[src/logic/circle_pkg.sv]
/*
 * circle_pkg
 *   widths used by the midpoint circle algorithm
 *   and the number of octants drawn per offset pair
 */

`default_nettype none

package circle_pkg;

    localparam int radius_w = 8;  // radius 0..255

    // signed offsets have to hold the full radius plus a sign bit
    localparam int offset_w = 9;

    // decision term, wide enough for 2*(y-x)+1 at the largest radius
    localparam int crit_w = 11;

    // eight mirrored pixels for every offset pair
    localparam int octant_w = 3;
    localparam int octants = 8;

endpackage : circle_pkg

`default_nettype wire

[src/logic/octant_counter.sv]
/*
 * octant_counter
 *   midpoint circle stepper: x/y offsets, decision term and
 *   octant index, with a flag for the very last octant pixel
 */

`default_nettype none
`timescale 1ns/100ps

module octant_counter import circle_pkg::*; (
    input  logic                clk,
    input  logic                reset,
    input  logic                load,      // start a new circle
    input  logic [radius_w-1:0] radius,
    input  logic                step,      // current octant pixel is dealt with
    output logic [offset_w-1:0] offset_x,
    output logic [offset_w-1:0] offset_y,
    output logic [octant_w-1:0] octant,
    output logic                last
);

    logic signed [offset_w-1:0] ox, oy;
    logic signed [crit_w-1:0]   crit;
    logic [octant_w-1:0]        oct;

    // midpoint update for the next offset pair
    logic signed [offset_w-1:0] ox_nxt, oy_nxt;
    logic signed [crit_w-1:0]   crit_nxt;
    logic signed [crit_w-1:0]   ox_wide, oy_wide;
    logic                       final_oct;

    assign final_oct = (oct == octant_w'(octants - 1));

    always_comb begin
        oy_nxt = oy + 1'b1;
        if (crit <= 0)
            ox_nxt = ox;          // stay on the same column
        else
            ox_nxt = ox - 1'b1;   // move one step inwards
        ox_wide = ox_nxt;         // sign extended to the decision width
        oy_wide = oy_nxt;
        if (crit <= 0)
            crit_nxt = crit + 2 * oy_wide + 1;
        else
            crit_nxt = crit + 2 * (oy_wide - ox_wide) + 1;
    end

    always_ff @(posedge clk) begin
        if (reset) begin
            ox   <= '0;
            oy   <= '0;
            crit <= '0;
            oct  <= '0;
        end else if (load) begin
            ox   <= {{(offset_w - radius_w){1'b0}}, radius};
            oy   <= '0;
            crit <= crit_w'(1) - crit_w'(radius);
            oct  <= '0;
        end else if (step) begin
            if (final_oct) begin
                oct  <= '0;  // all eight mirrors done, advance the pair
                ox   <= ox_nxt;
                oy   <= oy_nxt;
                crit <= crit_nxt;
            end else begin
                oct <= oct + 1'b1;
            end
        end
    end

    assign offset_x = ox;
    assign offset_y = oy;
    assign octant   = oct;

    // no further pair once y would pass x
    assign last = final_oct && (oy_nxt > ox_nxt);

    a_octant_hold: assert property (
        @(posedge clk) disable iff (reset)
        (!load && !step) |=> $stable(oct)
    );

endmodule : octant_counter

`default_nettype wire

[config.mk]
export PLATFORM = sky130hd
export DESIGN_NAME = octant_counter
export DESIGN_NICKNAME = d
export VERILOG_FILES = /design/src/logic/circle_pkg.sv /design/src/logic/octant_counter.sv
export SDC_FILE = /design/constraint.sdc
export NUM_CORES = 1
export LEC_CHECK = 0
export ABC_AREA = 0
export ABC_CLOCK_PERIOD_IN_PS = 3900
export BUFFER_PORTS_ARGS = -buffer_cell sky130_fd_sc_hd__clkbuf_2
export CAP_MARGIN = 20
export CORE_AREA = 3 3 86 88
export DETAILED_ROUTE_END_ITERATION = 10
export DIE_AREA = 0 0 89 91
export PLACE_DENSITY = 0.74
export REMOVE_ABC_BUFFERS = 1
export SLEW_MARGIN = 15
export SYNTH_ARGS = -nofsm -noshare
export SYNTH_HDL_FRONTEND = slang
export SYNTH_SLANG_ARGS = --single-unit
[constraint.sdc]
create_clock -name clk -period 3.9 [get_ports clk]
set_clock_uncertainty 0.05 [all_clocks]
set_input_delay 1.17 -clock clk [delete_from_list [all_inputs] [get_ports clk]]
set_output_delay 1.17 -clock clk [all_outputs]
set_load 0.01 [all_outputs]
# Word-level counts from Yosys, hierarchy flattened
# Cells that the tools add are included.
totals:
  ff_bits: 32
  in_bits: 12
  wordCells: 32
classes:
  addsub: 9
  order_cmp: 2
  n_eq_ne: 1
  mux: 9
  n_reduce_logical: 6
op_table:
  columns: ["op", "n"]
  rows:
  - ["$mux W11", 4]
  - ["$mux W8", 3]
  - ["$add A11 B2 Y11 const B", 2]
  - ["$add A11 B10 Y11", 1]
  - ["$add A11 B11 Y11", 1]
  - ["$le A11 B1 Y1 const B", 1]
  - ["$sub A9 B9 Y10", 1]
  - ["$add A9 B1 Y9 const B", 1]
  - ["$gt A9 B9 Y1", 1]
  - ["$mux W9", 1]
  - ["$sub A1 B8 Y9 const A", 1]
  - ["$sub A9 B1 Y9 const B", 1]
  - ["$reduce_and A2 Y1", 2]
  - ["$reduce_bool A2 Y1", 2]
  - ["$add A3 B1 Y3 const B", 1]
  - ["$eq A3 B3 Y1 const B", 1]
  - ["$mux W3", 1]
  - ["$reduce_or A2 Y1", 1]
  - ["$logic_and A1 B1 Y1", 1]

# Longest topological paths before layout
# Gate-level depths: netlist of run 1.
logic_depth:
  ltp_word: 9
  mapped_depth: 19
  mapped_depth_nobuf: 18

# Worst setup path after synthesis of run 1
# Ideal clock, no wire load.
synth_path:
  path_type: "flip-flop to flip-flop"
  startpoint: "register crit[0]"
  endpoint: "register crit[10]"
  arrival_ps: 4096
  path_slack_ps: -304
  stages_incl_launch_ff: 19
  synth_period_minus_slack_ps: 4204
  cell_sequence: "dfxtp_1 -> nor4_4 -> a31o_1 -> buf_4 -> or4_1 -> clkbuf_1 -> nor3_1 -> xnor2_1 -> ha_1 -> inv_1 -> nor3_1 -> a2111oi_0 -> o211ai_2 -> ha_1 -> a21o_1 -> a31oi_1 -> mux2_2 -> o2111ai_1 -> a211o_1"
synth_between:
  elab_chain_cells: 9
  elab_cells_between_ends: 11
synth_lines:
  columns: ["item", "line_no", "text"]
  rows:
  - ["start, declared", "octant_counter.sv:23", "logic signed [crit_w-1:0] crit;"]
  - ["start signal, assigned", "octant_counter.sv:57", "crit <= crit_w'(1) - crit_w'(radius);"]
  - ["start signal, assigned", "octant_counter.sv:64", "crit <= crit_nxt;"]
  - ["$le A11 B1 Y1", "octant_counter.sv:36, octant_counter.sv:42", null]
  - ["$mux W9", "octant_counter.sv:36", "if (crit <= 0)"]
  - ["$sub A9 B9 Y10", "octant_counter.sv:45", "crit_nxt = crit + 2 * (oy_wide - ox_wide) + 1;"]
  - ["$add A11 B11 Y11", "octant_counter.sv:45", null]
  - ["$add A11 B2 Y11", "octant_counter.sv:45", null]
  - ["$mux W11 *", "octant_counter.sv:42", "if (crit <= 0)"]
  - ["$mux W11 *", "octant_counter.sv:60", "if (final_oct) begin"]
  - ["$mux W11 *", "octant_counter.sv:59", "end else if (step) begin"]
  - ["$mux W11 *", "octant_counter.sv:54", "end else if (load) begin"]
# Mark *: on every way between the ends. The rest lies on a longest branch, timed or not. The select of a mux whose other input is x is not followed.
# A chain may end at the register's enable or synchronous reset.

# Worst setup path after layout of run 1
layout_path:
  startpoint: "register ox[0], in the netlist offset_x[0]"
  endpoint: "output last"
layout_between:
  elab_chain_cells: 4
layout_lines:
  columns: ["item", "line_no", "text"]
  rows:
  - ["start, declared", "octant_counter.sv:22", "logic signed [offset_w-1:0] ox, oy;"]
  - ["start signal, assigned", "octant_counter.sv:55", "ox <= {{(offset_w - radius_w){1'b0}}, radius};"]
  - ["start signal, assigned", "octant_counter.sv:62", "ox <= ox_nxt;"]
  - ["$sub A9 B1 Y9", "octant_counter.sv:39", "ox_nxt = ox - 1'b1;"]
  - ["$mux W9 *", "octant_counter.sv:36", null]
  - ["$gt A9 B9 Y1 *", "octant_counter.sv:76", "assign last = final_oct && (oy_nxt > ox_nxt);"]
  - ["$logic_and A1 B1 Y1 *", "octant_counter.sv:76", null]
  - ["end, declared", "octant_counter.sv:19", "output logic last"]
# Mark *: on every way between the ends. The rest lies on a longest branch, timed or not.

==> reports/qor.csv, run 1 <==
stage;metric;value;unit
run_status;outcome;finished, violations left;
run_status;violations;negative setup slack;
clock_network;ctsHtreeMaxLevel;2;
worst_setup_path;critPathMaxStageDelay;0.47;ns
worst_setup_path;arrival;3.02;ns
sta;fmax;0.236;GHz
grt;grt_pass1_wl;17800;µm
floorplanning;die-area;8100;µm²
synth;async_flop_share;0;
route;wl_per_cell;17.8;µm
synth;synth_top_family_by_area;compound AO/OA/AOI/OAI gates;
synth;yosys.area_share.adder;0.135;
grt;overflow;0;
place;io_buffers;33;
synth;synth_enable_flop_cells;0;
floorplanning;num_rows;30;
route;drt_first_pass_iters;5;
clock_network;cts_sinks;32;
route;postRouteAntennaNets;0;
clock_network;cts-root-buf;clkbuf_8;
power_and_ir_drop;p_leak;2.05;nW
place;gp_congestion;0.876;
worst_setup_path;crit_required;2.68;ns
worst_setup_path;start_kind;flip-flop;
synth;synth_seq_cells;32;
place;dpl_cell_area;4110;µm²
sta;finalSetupViolCount;3;
worst_setup_path;cp_slowest_cell;or4_4;
worst_setup_path;endpoint_kind;output pin;
worst_setup_path;path_max_fanout;3;
worst_setup_path;r2r_setup_slack;-0.26;ns
layout;most-common-layout-cells;buf_4 (89), nor2_1 (49), xnor2_1 (35);
layout;fin_util;0.679;
clock_network;clock_path_buffers;2;
worst_setup_path;crit_type;reg2out;
power_and_ir_drop;peakVddDrop;0.226;mV
synth;synth-xor-area-share;0.147;
sta;rsz0062_at_grt;yes;
clock_network;cts_tree;yes;
floorplanning;die_w;89;µm
layout;layout-drive-gt1-share;0.353;
layout;diodes;0;
clock_network;clk_pin_slew;0.08;ns
route;drt_iter0_markers;265;
sta;setup_slack;-0.339;ns
worst_setup_path;r2r_start;offset_x[0];
sta;relSlewSlack;0.574;
route;routed_wl;11100;µm
route;via_per_inst;6.00;
floorplanning;top_level_ports;34;
synth;syn-cell-area;3340;µm²
synth;yosysUniqueCellTypes;61;
hold_path;hp-start;octant[1];
floorplanning;start_util;0.497;
worst_setup_path;cpLargestDelayFamily;simple AND/OR/NAND/NOR gates;
synth;yosysSeqAreaShare;0.192;
synth;synth_simple_gate_area_share;0.210;
sta;worstMarginPinSlew;0.623;ns
floorplanning;fp.dieH;91;µm
power_and_ir_drop;power_density;353;nW/µm²
synth;yosys_warnings;0;
hold_path;min_to;octant[1];
clock_network;numCtsBuffers;5;
layout;fin_nets;586;
clock_network;hold_buffers;0;
floorplanning;coreArea;6720;µm²
worst_setup_path;worst-path-stages;12;
route;drc;0;
layout;layout_commonest_cell;buf_4;
route;vias;3723;
grt;antenna_found_initial;0;
sta;finalCriticalPeriod;4.24;ns
grt;grt_max_degree;30;
job;maxCapViolCount;0;
worst_setup_path;ff2ff_path_depth;20;
synth;syn_avg_cell_area;7.84;µm²
layout;area_growth;36.7;%
worst_setup_path;critical_path.cell_chain;or3_4, or4_4, nor3_4, xnor2_1, ha_1, buf_6, and2_4, nand4_1, nor4_2, a211o_1, a21oi_2, buf_2;
clock_network;worstSkewPairLatency;0.29;ns
worst_setup_path;path_buf_inv;2;
worst_setup_path;reg2reg_to;crit[10];
hold_path;hold_path_class;reg2reg;
layout;final_area;4560;µm²
synth;netlist_instances;426;
synth;synth-main-ff-cell;dfxtp_1;
sta;final_max_slew_viol_count;0;
sta;hold_viol;0;
grt;grt.total_usage;0.278;
sta;fin_crit_sh;1.09;
sta;whs;0.507;ns
place;dp_hpwl;7940;µm
grt;grt_pass1_vias;3719;
hold_path;holdPathStages;2;
synth;synthMuxAreaShare;0.0251;
synth;synth_compound_area_frac;0.244;
## layout make-up
type                    instances  area (µm²)
multi-input cells             356        2720
fillers                       514        2160
repair buffers                126         887
flip-flops and latches         32         656
well taps                      80         100
clock buffers                   7        96.3
inverters                      19        71.3
clock inverters                 1        30.0
## sequential cells by signal (all words and copies together), names as in the netlist
register and cells:
offset_y 9, octant 3, crit 11, offset_x 9
## metal layers
metal	track usage	routed length [µm]	up-vias	part of all wire
li1	-	-	1757	-
met1	0.359	4590	1753	0.41
met2	0.443	5200	163	0.47
met3	0.0445	711	50	0.064
met4	0.134	572	0	0.052
met5	0	0	-	0
## worst max path at each step
stage                start  endpoint  slack [ns]
2_1_floorplan      crit[0]  crit[10]       -0.34
3_3_place_gp   offset_x[0]  crit[10]       -0.11
3_5_place_dp       crit[2]  crit[10]       -0.24
4_1_cts        offset_x[0]      last       -0.31
5_1_grt            crit[0]      last       -0.46
6_report       offset_x[0]      last       -0.34
## repair_timing
| action | CTS | global route |
|---|---|---|
| pin swaps | 16 | 14 |
| setup endpoints to repair | 5 | 6 |
| gates resized for setup | 34 | 21 |
| buffers inserted | 10 | 4 |
## kinds of logic (layout without fill, tap and decap cells)
logic type	after synthesis	in the layout
flops	32	32
mux	7	7
xor+xnor	55	55
buf+inv	38	153
simple gates	143	143
fa+ha+maj	35	35
compound gates	116	116
## cell usage after synthesis, types with 5 or more instances
| cell | number | share of area |
|---|---|---|
| nor2_1 | 49 | 0.055 |
| a21oi_1 | 37 | 0.055 |
| xnor2_1 | 37 | 0.097 |
| nand2_1 | 33 | 0.037 |
| dfxtp_1 | 32 | 0.19 |
| ha_1 | 32 | 0.12 |
| inv_1 | 19 | 0.021 |
| xor2_1 | 17 | 0.045 |
| clkbuf_1 | 13 | 0.015 |
| nor3_1 | 13 | 0.019 |
| o21ai_0 | 13 | 0.019 |
| nand3_1 | 10 | 0.015 |
| a21o_1 | 9 | 0.020 |
| or3_1 | 8 | 0.015 |
| a211oi_1 | 6 | 0.013 |
| a31oi_1 | 5 | 0.0094 |
| mux2i_1 | 5 | 0.015 |
| o31ai_1 | 5 | 0.011 |
## worst min-delay path, cell delays in order (launching register included)
cell and delay [ns]:
dfxtp_1 0.37, mux2i_1 0.09, nor2_1 0.07
## power by group
| group | internal (mW) | switching (mW) | total, mW |
|---|---|---|---|
| logic | 0.440 | 0.441 | 0.882 |
| registers | 0.342 | 0.0173 | 0.359 |
| clock network | 0.226 | 0.145 | 0.371 |
| total | 1.01 | 0.604 | 1.61 |
## per-stage QoR
step                      total power, mW  setup TNS, ns  worst slack (ns)  instances
final                                1.61         -0.646            -0.339        621
after global routing                 1.68          -1.57            -0.463        621
after CTS                            1.51         -0.311            -0.307        617
after detailed placement             1.06         -0.445            -0.238        599
after global placement               1.04         -0.164            -0.110        599
after floorplan                     0.785         -0.655            -0.342        407
(Power assumes the default switching activity.)
==> run 2: changes to the inputs <==
--- a/config.mk
+++ b/config.mk
@@ -9,11 +9,12 @@
 export ABC_CLOCK_PERIOD_IN_PS = 3900
 export BUFFER_PORTS_ARGS = -buffer_cell sky130_fd_sc_hd__clkbuf_2
 export CAP_MARGIN = 20
-export CORE_AREA = 3 3 86 88
+export CORE_AREA = 3 3 66 115
 export DETAILED_ROUTE_END_ITERATION = 10
-export DIE_AREA = 0 0 89 91
-export PLACE_DENSITY = 0.74
+export DIE_AREA = 0 0 69 118
+export PLACE_DENSITY = 0.73
 export REMOVE_ABC_BUFFERS = 1
+export SETUP_SLACK_MARGIN = 0.02
 export SLEW_MARGIN = 15
 export SYNTH_ARGS = -nofsm -noshare
 export SYNTH_HDL_FRONTEND = slang
==> run 2 against run 1 <==
The run still ends with negative setup slack left. Global-route usage down 3.1 points. Setup slack gained 0.016 ns. Clock power rose by 8.1%. Via count decreased by 1.3%. Total power shrank 1.1%. Core utilization fell by 1.0 points. Largest cell class unchanged.
==> reports/qor.csv, run 2 (synthesis results as in run 1) <==
stage;metric;value;unit;change
layout;most-common-layout-cells;buf_4 (89), nor2_1 (49), xnor2_1 (34), a21oi_1 (34), nand2_1 (33);;was buf_4 (89), nor2_1 (49), xnor2_1 (35)
floorplanning;die-area;8140;µm²;was 8100 µm²
floorplanning;start_util;0.490;;was 0.497
sta;fmax;0.237;GHz;was 0.236 GHz
run_status;violations;negative setup slack;;unchanged
worst_setup_path;critical_path.cell_chain;nor4_4, a31o_1, or4_4, nor3_4, xnor2_1, ha_1, and2_4, nand4_1, nor4_2, a211o_1, a21oi_2, buf_2;;was or3_4, or4_4, nor3_4, xnor2_1, ha_1, buf_6, and2_4, nand4_1, nor4_2, a211o_1, a21oi_2, buf_2
clock_network;worstSkewPairLatency;0.28;ns;was 0.29 ns
clock_network;cts-root-buf;clkbuf_16;;was clkbuf_8
run_status;outcome;finished, violations left;;unchanged
worst_setup_path;cp_slowest_cell;or4_4;;unchanged
layout;fin_nets;584;;was 586
worst_setup_path;path_max_fanout;4;;was 3
route;postRouteAntennaNets;0;;unchanged
worst_setup_path;r2r_start;crit[7];;was offset_x[0]
hold_path;hp-start;octant[1];;unchanged
clock_network;cts_sinks;32;;unchanged
sta;relSlewSlack;0.573;;was 0.574
layout;area_growth;36.3;%;was 36.7%
power_and_ir_drop;intPower;1.02;mW;was 1.01 mW
sta;fin_crit_sh;1.08;;was 1.09
clock_network;ctsHtreeMaxLevel;2;;unchanged
hold_path;min_to;octant[1];;unchanged
grt;antenna_found_initial;0;;unchanged
grt;overflow;0;;unchanged
power_and_ir_drop;power.clock.fraction;0.252;;was 0.230
sta;final_max_slew_viol_count;0;;unchanged
worst_setup_path;crit_type;reg2out;;unchanged
grt;grt.total_usage;0.247;;was 0.278
job;maxCapViolCount;0;;unchanged
sta;finalSetupViolCount;4;;was 3
power_and_ir_drop;power_density;350;nW/µm²;was 353 nW/µm²
place;placed_cells;603;;was 599
power_and_ir_drop;netSwitchingPower;0.579;mW;was 0.604 mW
layout;largest_reg_flops;11;;unchanged
floorplanning;top_level_ports;34;;unchanged
sta;whs;0.478;ns;was 0.507 ns
layout;regMostFlops;crit;;unchanged
route;routed_wl;10800;µm;was 11100 µm
hold_path;hold_path_class;reg2reg;;unchanged
place;dp_hpwl;8070;µm;was 7940 µm
worst_setup_path;start_kind;flip-flop;;unchanged
clock_network;clk_pin_slew;0.05;ns;was 0.08 ns
worst_setup_path;r2r_setup_slack;-0.27;ns;was -0.26 ns
route;drt_iter0_markers;174;;was 265
worst_setup_path;critPathMaxStageDelay;0.58;ns;was 0.47 ns
worst_setup_path;arrival;3.00;ns;was 3.02 ns
route;via_per_inst;5.90;;was 6.00
layout;layout_commonest_cell;buf_4;;unchanged
sta;rsz0062_at_grt;yes;;unchanged
sta;hold_viol;0;;unchanged
power_and_ir_drop;p_seq_frac;0.225;;was 0.223
grt;grt_max_degree;24;;was 30
grt;grt_pass1_wl;16400;µm;was 17800 µm
power_and_ir_drop;p_leak;2.03;nW;was 2.05 nW
worst_setup_path;endpoint_kind;output pin;;unchanged
sta;worstMarginPinSlew;0.625;ns;was 0.623 ns
worst_setup_path;ff2ff_path_depth;20;;unchanged
power_and_ir_drop;p_sw_frac;0.363;;was 0.375
route;wl_per_cell;17.4;µm;was 17.8 µm
layout;diodes;0;;unchanged
worst_setup_path;crit_required;2.68;ns;about the same
route;drc;0;;unchanged
power_and_ir_drop;power_frac_comb;0.523;;was 0.547
floorplanning;die_w;69;µm;was 89 µm
floorplanning;num_rows;40;;was 30
hold_path;holdPathStages;2;;unchanged
power_and_ir_drop;peakVddDrop;0.231;mV;was 0.226 mV
sta;finalCriticalPeriod;4.22;ns;was 4.24 ns
clock_network;cts_tree;yes;;unchanged
sta;fin_tns_setup;-0.746;ns;was -0.646 ns
layout;layout-drive-gt1-share;0.356;;was 0.353
place;gp_congestion;0.897;;was 0.876
route;vias;3674;;was 3723
place;dp_slack;-0.327;ns;was -0.238 ns
worst_setup_path;reg2reg_to;crit[10];;unchanged
route;drt_first_pass_iters;6;;was 5
grt;grt_pass1_vias;3491;;was 3719
layout;fin_cells;623;;was 621
clock_network;numCtsBuffers;5;;unchanged
floorplanning;fp.dieH;118;µm;was 91 µm
place;io_buffers;33;;unchanged
floorplanning;coreArea;6810;µm²;was 6720 µm²
clock_network;clock_path_buffers;2;;unchanged
sta;setup_slack;-0.323;ns;was -0.339 ns
-- run 2: cell types whose count changed in the layout (fill, tap and decap cells not counted), moves of 2 or more --
cell       change
a2111oi_2      +2
buf_6          -2
clkbuf_16      +5
clkbuf_8       -6
o31ai_2        +2
o31ai_4        -2
xor2_1         -2
xor2_2         +2
-- run 2: cell type report --
cell class | instances | area, µm²
Fill cell | 570 | 2260
Multi-Input combinational cell | 356 | 2710
Inverter | 19 | 71.3
Timing Repair Buffer | 124 | 860
Clock buffer | 7 | 143
Clock inverter | 1 | 7.51
Sequential cell | 32 | 656
Tap cell | 84 | 105
-- run 2: power groups by stage --
stage                     Sequential, mW  Combinational (mW)  Clock, mW
after floorplan                    0.371               0.414          0
after global placement             0.362               0.682          0
after detailed placement           0.363               0.698          0
after CTS                          0.358               0.729      0.406
after global routing               0.360               0.903      0.421
final                              0.359               0.834      0.401
-- run 2: worst max-delay path: cells and delay by family, from the launching register on --
| kind | cells | cell delay [ns] |
|---|---|---|
| compound gates | 3 | 0.64 |
| xor+xnor | 1 | 0.16 |
| fa+ha+maj | 1 | 0.29 |
| buf+inv | 1 | 0.13 |
| flops | 1 | 0.35 |
| simple gates | 6 | 1.14 |
-- run 2: metrics by stage --
step | util | area, µm² | power [mW]
after floorplan | - | 3250 | 0.785
after global routing | 0.669 | 4550 | 1.68
final | 0.669 | 4550 | 1.59
after global placement | 0.605 | 4120 | 1.04
after CTS | 0.640 | 4360 | 1.49
after detailed placement | 0.605 | 4120 | 1.06
-- run 2: what timing repair did --
item,4_1_cts,5_1_grt
pin swaps,10,24
endpoints found under the setup margin,5,6
setup buffers,5,7
endpoints found under the hold margin,0,0
gates cloned,0,0
resized for setup,20,33
hold buffers,0,0
-- run 2: how the worst max path moves through the flow --
stage                     slack, ns        to  cells after the start        start
after floorplan               -0.34  crit[10]                     16      crit[0]
after global placement        -0.16  crit[10]                     16      crit[1]
after detailed placement      -0.33  crit[10]                     16      crit[1]
after CTS                     -0.22  crit[10]                     20  offset_x[0]
after global routing          -0.52  crit[10]                     20      crit[7]
final                         -0.32      last                     12      crit[3]
-- run 2: layer usage --
metal	global-route usage	part of all wire	up-vias
met5	0	0	-
met4	0.138	0.082	0
met3	0.0291	0.036	55
met2	0.461	0.52	122
met1	0.259	0.36	1740
li1	-	-	1757
==> run 3: changes to the inputs <==
--- a/config.mk
+++ b/config.mk
@@ -6,7 +6,7 @@
 export NUM_CORES = 1
 export LEC_CHECK = 0
 export ABC_AREA = 0
-export ABC_CLOCK_PERIOD_IN_PS = 3900
+export ABC_CLOCK_PERIOD_IN_PS = 3500
 export BUFFER_PORTS_ARGS = -buffer_cell sky130_fd_sc_hd__clkbuf_2
 export CAP_MARGIN = 20
 export CORE_AREA = 3 3 66 115
==> constraint.sdc (replaced) <==
create_clock -name clk -period 3.5 [get_ports clk]
set_clock_uncertainty 0.05 [all_clocks]
set_input_delay 1.05 -clock clk [delete_from_list [all_inputs] [get_ports clk]]
set_output_delay 1.05 -clock clk [all_outputs]
set_load 0.01 [all_outputs]
==> run 3 against run 2 <==
The flow still finishes with violations (negative setup slack). Count of clock-buffer cells in the layout did not move. Flip-flop and latch count did not move. Critical path depth rose by 4. Clock power rose by 14%. Die area did not move. Combinational power rose by 57%. Via count rose by 19%. Setup slack got worse by 0.51 ns. Critical endpoint unchanged. Largest cell class unchanged. Highest routed layer unchanged.
==> reports/qor.csv, run 3 (synthesis results as in run 1) <==
stage;metric;value;unit;change
run_status;outcome;finished, violations left;;unchanged
run_status;violations;negative setup slack;;unchanged
power_and_ir_drop;intPower;1.32;mW;was 1.02 mW
worst_setup_path;crit_required;2.40;ns;was 2.68 ns
grt;overflow;0;;unchanged
power_and_ir_drop;power_frac_comb;0.605;;was 0.523
place;gp_congestion;0.910;;was 0.897
worst_setup_path;crit_type;reg2out;;unchanged
floorplanning;coreArea;6810;µm²;unchanged
worst_setup_path;reg2reg_to;crit[10];;unchanged
layout;fin_cells;668;;was 623
layout;most-common-layout-cells;buf_4 (128), nor2_1 (47), clkbuf_2 (32);;was buf_4 (89), nor2_1 (49), xnor2_1 (34), a21oi_1 (34), nand2_1 (33)
worst_setup_path;path_max_fanout;3;;was 4
grt;grt_pass1_wl;20300;µm;was 16400 µm
route;drt_first_pass_iters;9;;was 6
clock_network;cts_sinks;32;;unchanged
floorplanning;die_w;69;µm;unchanged
layout;layout_commonest_cell;buf_4;;unchanged
job;maxCapViolCount;0;;unchanged
clock_network;clk_pin_slew;0.06;ns;was 0.05 ns
grt;grt_pass1_vias;4131;;was 3491
place;io_buffers;33;;unchanged
route;routed_wl;15400;µm;was 10800 µm
floorplanning;num_rows;40;;unchanged
grt;grt_max_degree;25;;was 24
layout;diodes;0;;unchanged
layout;final_area;5210;µm²;was 4550 µm²
sta;fin_crit_sh;1.24;;
route;postRouteAntennaNets;0;;unchanged
worst_setup_path;arrival;3.23;ns;was 3.00 ns
power_and_ir_drop;peakVddDrop;0.356;mV;was 0.231 mV
layout;fin_util;0.765;;was 0.669
power_and_ir_drop;p_leak;2.34;nW;was 2.03 nW
floorplanning;die-area;8140;µm²;unchanged
power_and_ir_drop;power;2.17;mW;was 1.59 mW
worst_setup_path;start_kind;flip-flop;;unchanged
grt;grt.total_usage;0.307;;was 0.247
clock_network;clock_path_buffers;2;;unchanged
layout;layout-drive-gt1-share;0.461;;was 0.356
route;drc;0;;unchanged
clock_network;ctsHtreeMaxLevel;2;;unchanged
clock_network;cts_tree;yes;;unchanged
power_and_ir_drop;netSwitchingPower;0.850;mW;was 0.579 mW
power_and_ir_drop;p_seq_frac;0.185;;was 0.225
floorplanning;start_util;0.490;;unchanged
place;dpl_cell_area;4390;µm²;was 4120 µm²
worst_setup_path;ff2ff_path_depth;20;;unchanged
layout;largest_reg_flops;11;;unchanged
layout;regMostFlops;crit;;unchanged
route;vias;4385;;was 3674
floorplanning;fp.dieH;118;µm;unchanged
layout;area_growth;56.0;%;was 36.3%
floorplanning;top_level_ports;34;;unchanged
sta;finalCriticalPeriod;4.33;ns;
layout;fin_nets;629;;was 584
power_and_ir_drop;p_sw_frac;0.392;;was 0.363
clock_network;numCtsBuffers;5;;unchanged
worst_setup_path;r2r_setup_slack;-0.75;ns;was -0.27 ns
sta;worstMarginPinSlew;0.772;ns;was 0.625 ns
route;drt_iter0_markers;661;;was 174
power_and_ir_drop;power_density;417;nW/µm²;was 350 nW/µm²
sta;hold_viol;0;;unchanged
grt;antenna_found_initial;0;;unchanged
clock_network;worstSkewPairLatency;0.29;ns;was 0.28 ns
route;via_per_inst;6.56;;was 5.90
sta;final_max_slew_viol_count;0;;unchanged
worst_setup_path;endpoint_kind;output pin;;unchanged
hold_path;hold_path_class;reg2reg;;unchanged
sta;finalSetupViolCount;9;;was 4
worst_setup_path;r2r_start;crit[3];;was crit[7]
sta;whs;0.508;ns;was 0.478 ns
clock_network;cts-root-buf;clkbuf_16;;unchanged
sta;relSlewSlack;0.472;;was 0.573
worst_setup_path;worstSetupEndpoint;last;;unchanged
place;placed_cells;639;;was 603
sta;setup_slack;-0.828;ns;was -0.323 ns
place;dp_slack;-0.735;ns;was -0.327 ns
power_and_ir_drop;power.clock.fraction;0.211;;was 0.252
sta;fmax;0.231;GHz;
place;dp_hpwl;8400;µm;was 8070 µm
sta;rsz0062_at_grt;yes;;unchanged
worst_setup_path;worstSetupStartpoint;crit[4];;was crit[3]
sta;fin_tns_setup;-4.66;ns;was -0.746 ns
route;wl_per_cell;23.1;µm;was 17.4 µm
## run 3: changes by cell type in the layout (fill, tap and decap cells not counted), sizes merged
cell,delta
buf,+45
## run 3: power by group through the flow
| stage | Sequential, mW | Combinational [mW] | Clock, mW |
|---|---|---|---|
| after floorplan | 0.414 | 0.461 | 0 |
| after global placement | 0.402 | 0.838 | 0 |
| after detailed placement | 0.403 | 0.863 | 0 |
| after CTS | 0.398 | 1.09 | 0.449 |
| after global routing | 0.403 | 1.37 | 0.474 |
| final | 0.401 | 1.31 | 0.457 |
## run 3: layout make-up
cell class	instances	area, µm²
Fill cell	427	1600
Multi-Input combinational cell	356	3010
Inverter	19	71.3
Sequential cell	32	653
Timing Repair Buffer	169	1220
Tap cell	84	105
Clock buffer	7	143
Clock inverter	1	7.51
## run 3: how the worst min path moves through the flow
stage                              to  cells after the start        start
after floorplan           offset_y[1]                      2  offset_y[1]
after global placement      octant[1]                      2    octant[1]
after detailed placement    octant[2]                      2    octant[2]
after CTS                   octant[2]                      2    octant[2]
after global routing        octant[2]                      2    octant[2]
final                       octant[1]                      2    octant[1]
## run 3: repair_timing
action	CTS	global route
setup endpoints to repair	8	9
resized for setup	78	26
pin swaps	42	24
hold buffers	0	0
setup buffers	14	8
## run 3: worst max-delay path, cell delays in order (launching register included)
cell and delay (ns):
dfxtp_2 0.33, nor4_4 0.29, buf_4 0.17, a31oi_4 0.14, xnor2_2 0.22, ha_2 0.23
inv_2 0.06, buf_4 0.14, ha_2 0.18, o21ai_2 0.21, a21o_1 0.22, buf_4 0.16
o21ai_4 0.07, buf_4 0.14, a21oi_1 0.16, a21oi_2 0.06, buf_2 0.14
## run 3: per-layer routing
layer / GRT usage / routed length [µm]
met1: 0.308 / 4890
met2: 0.545 / 7740
met3: 0.0427 / 1260
met4: 0.252 / 1540
met5: 0 / 0
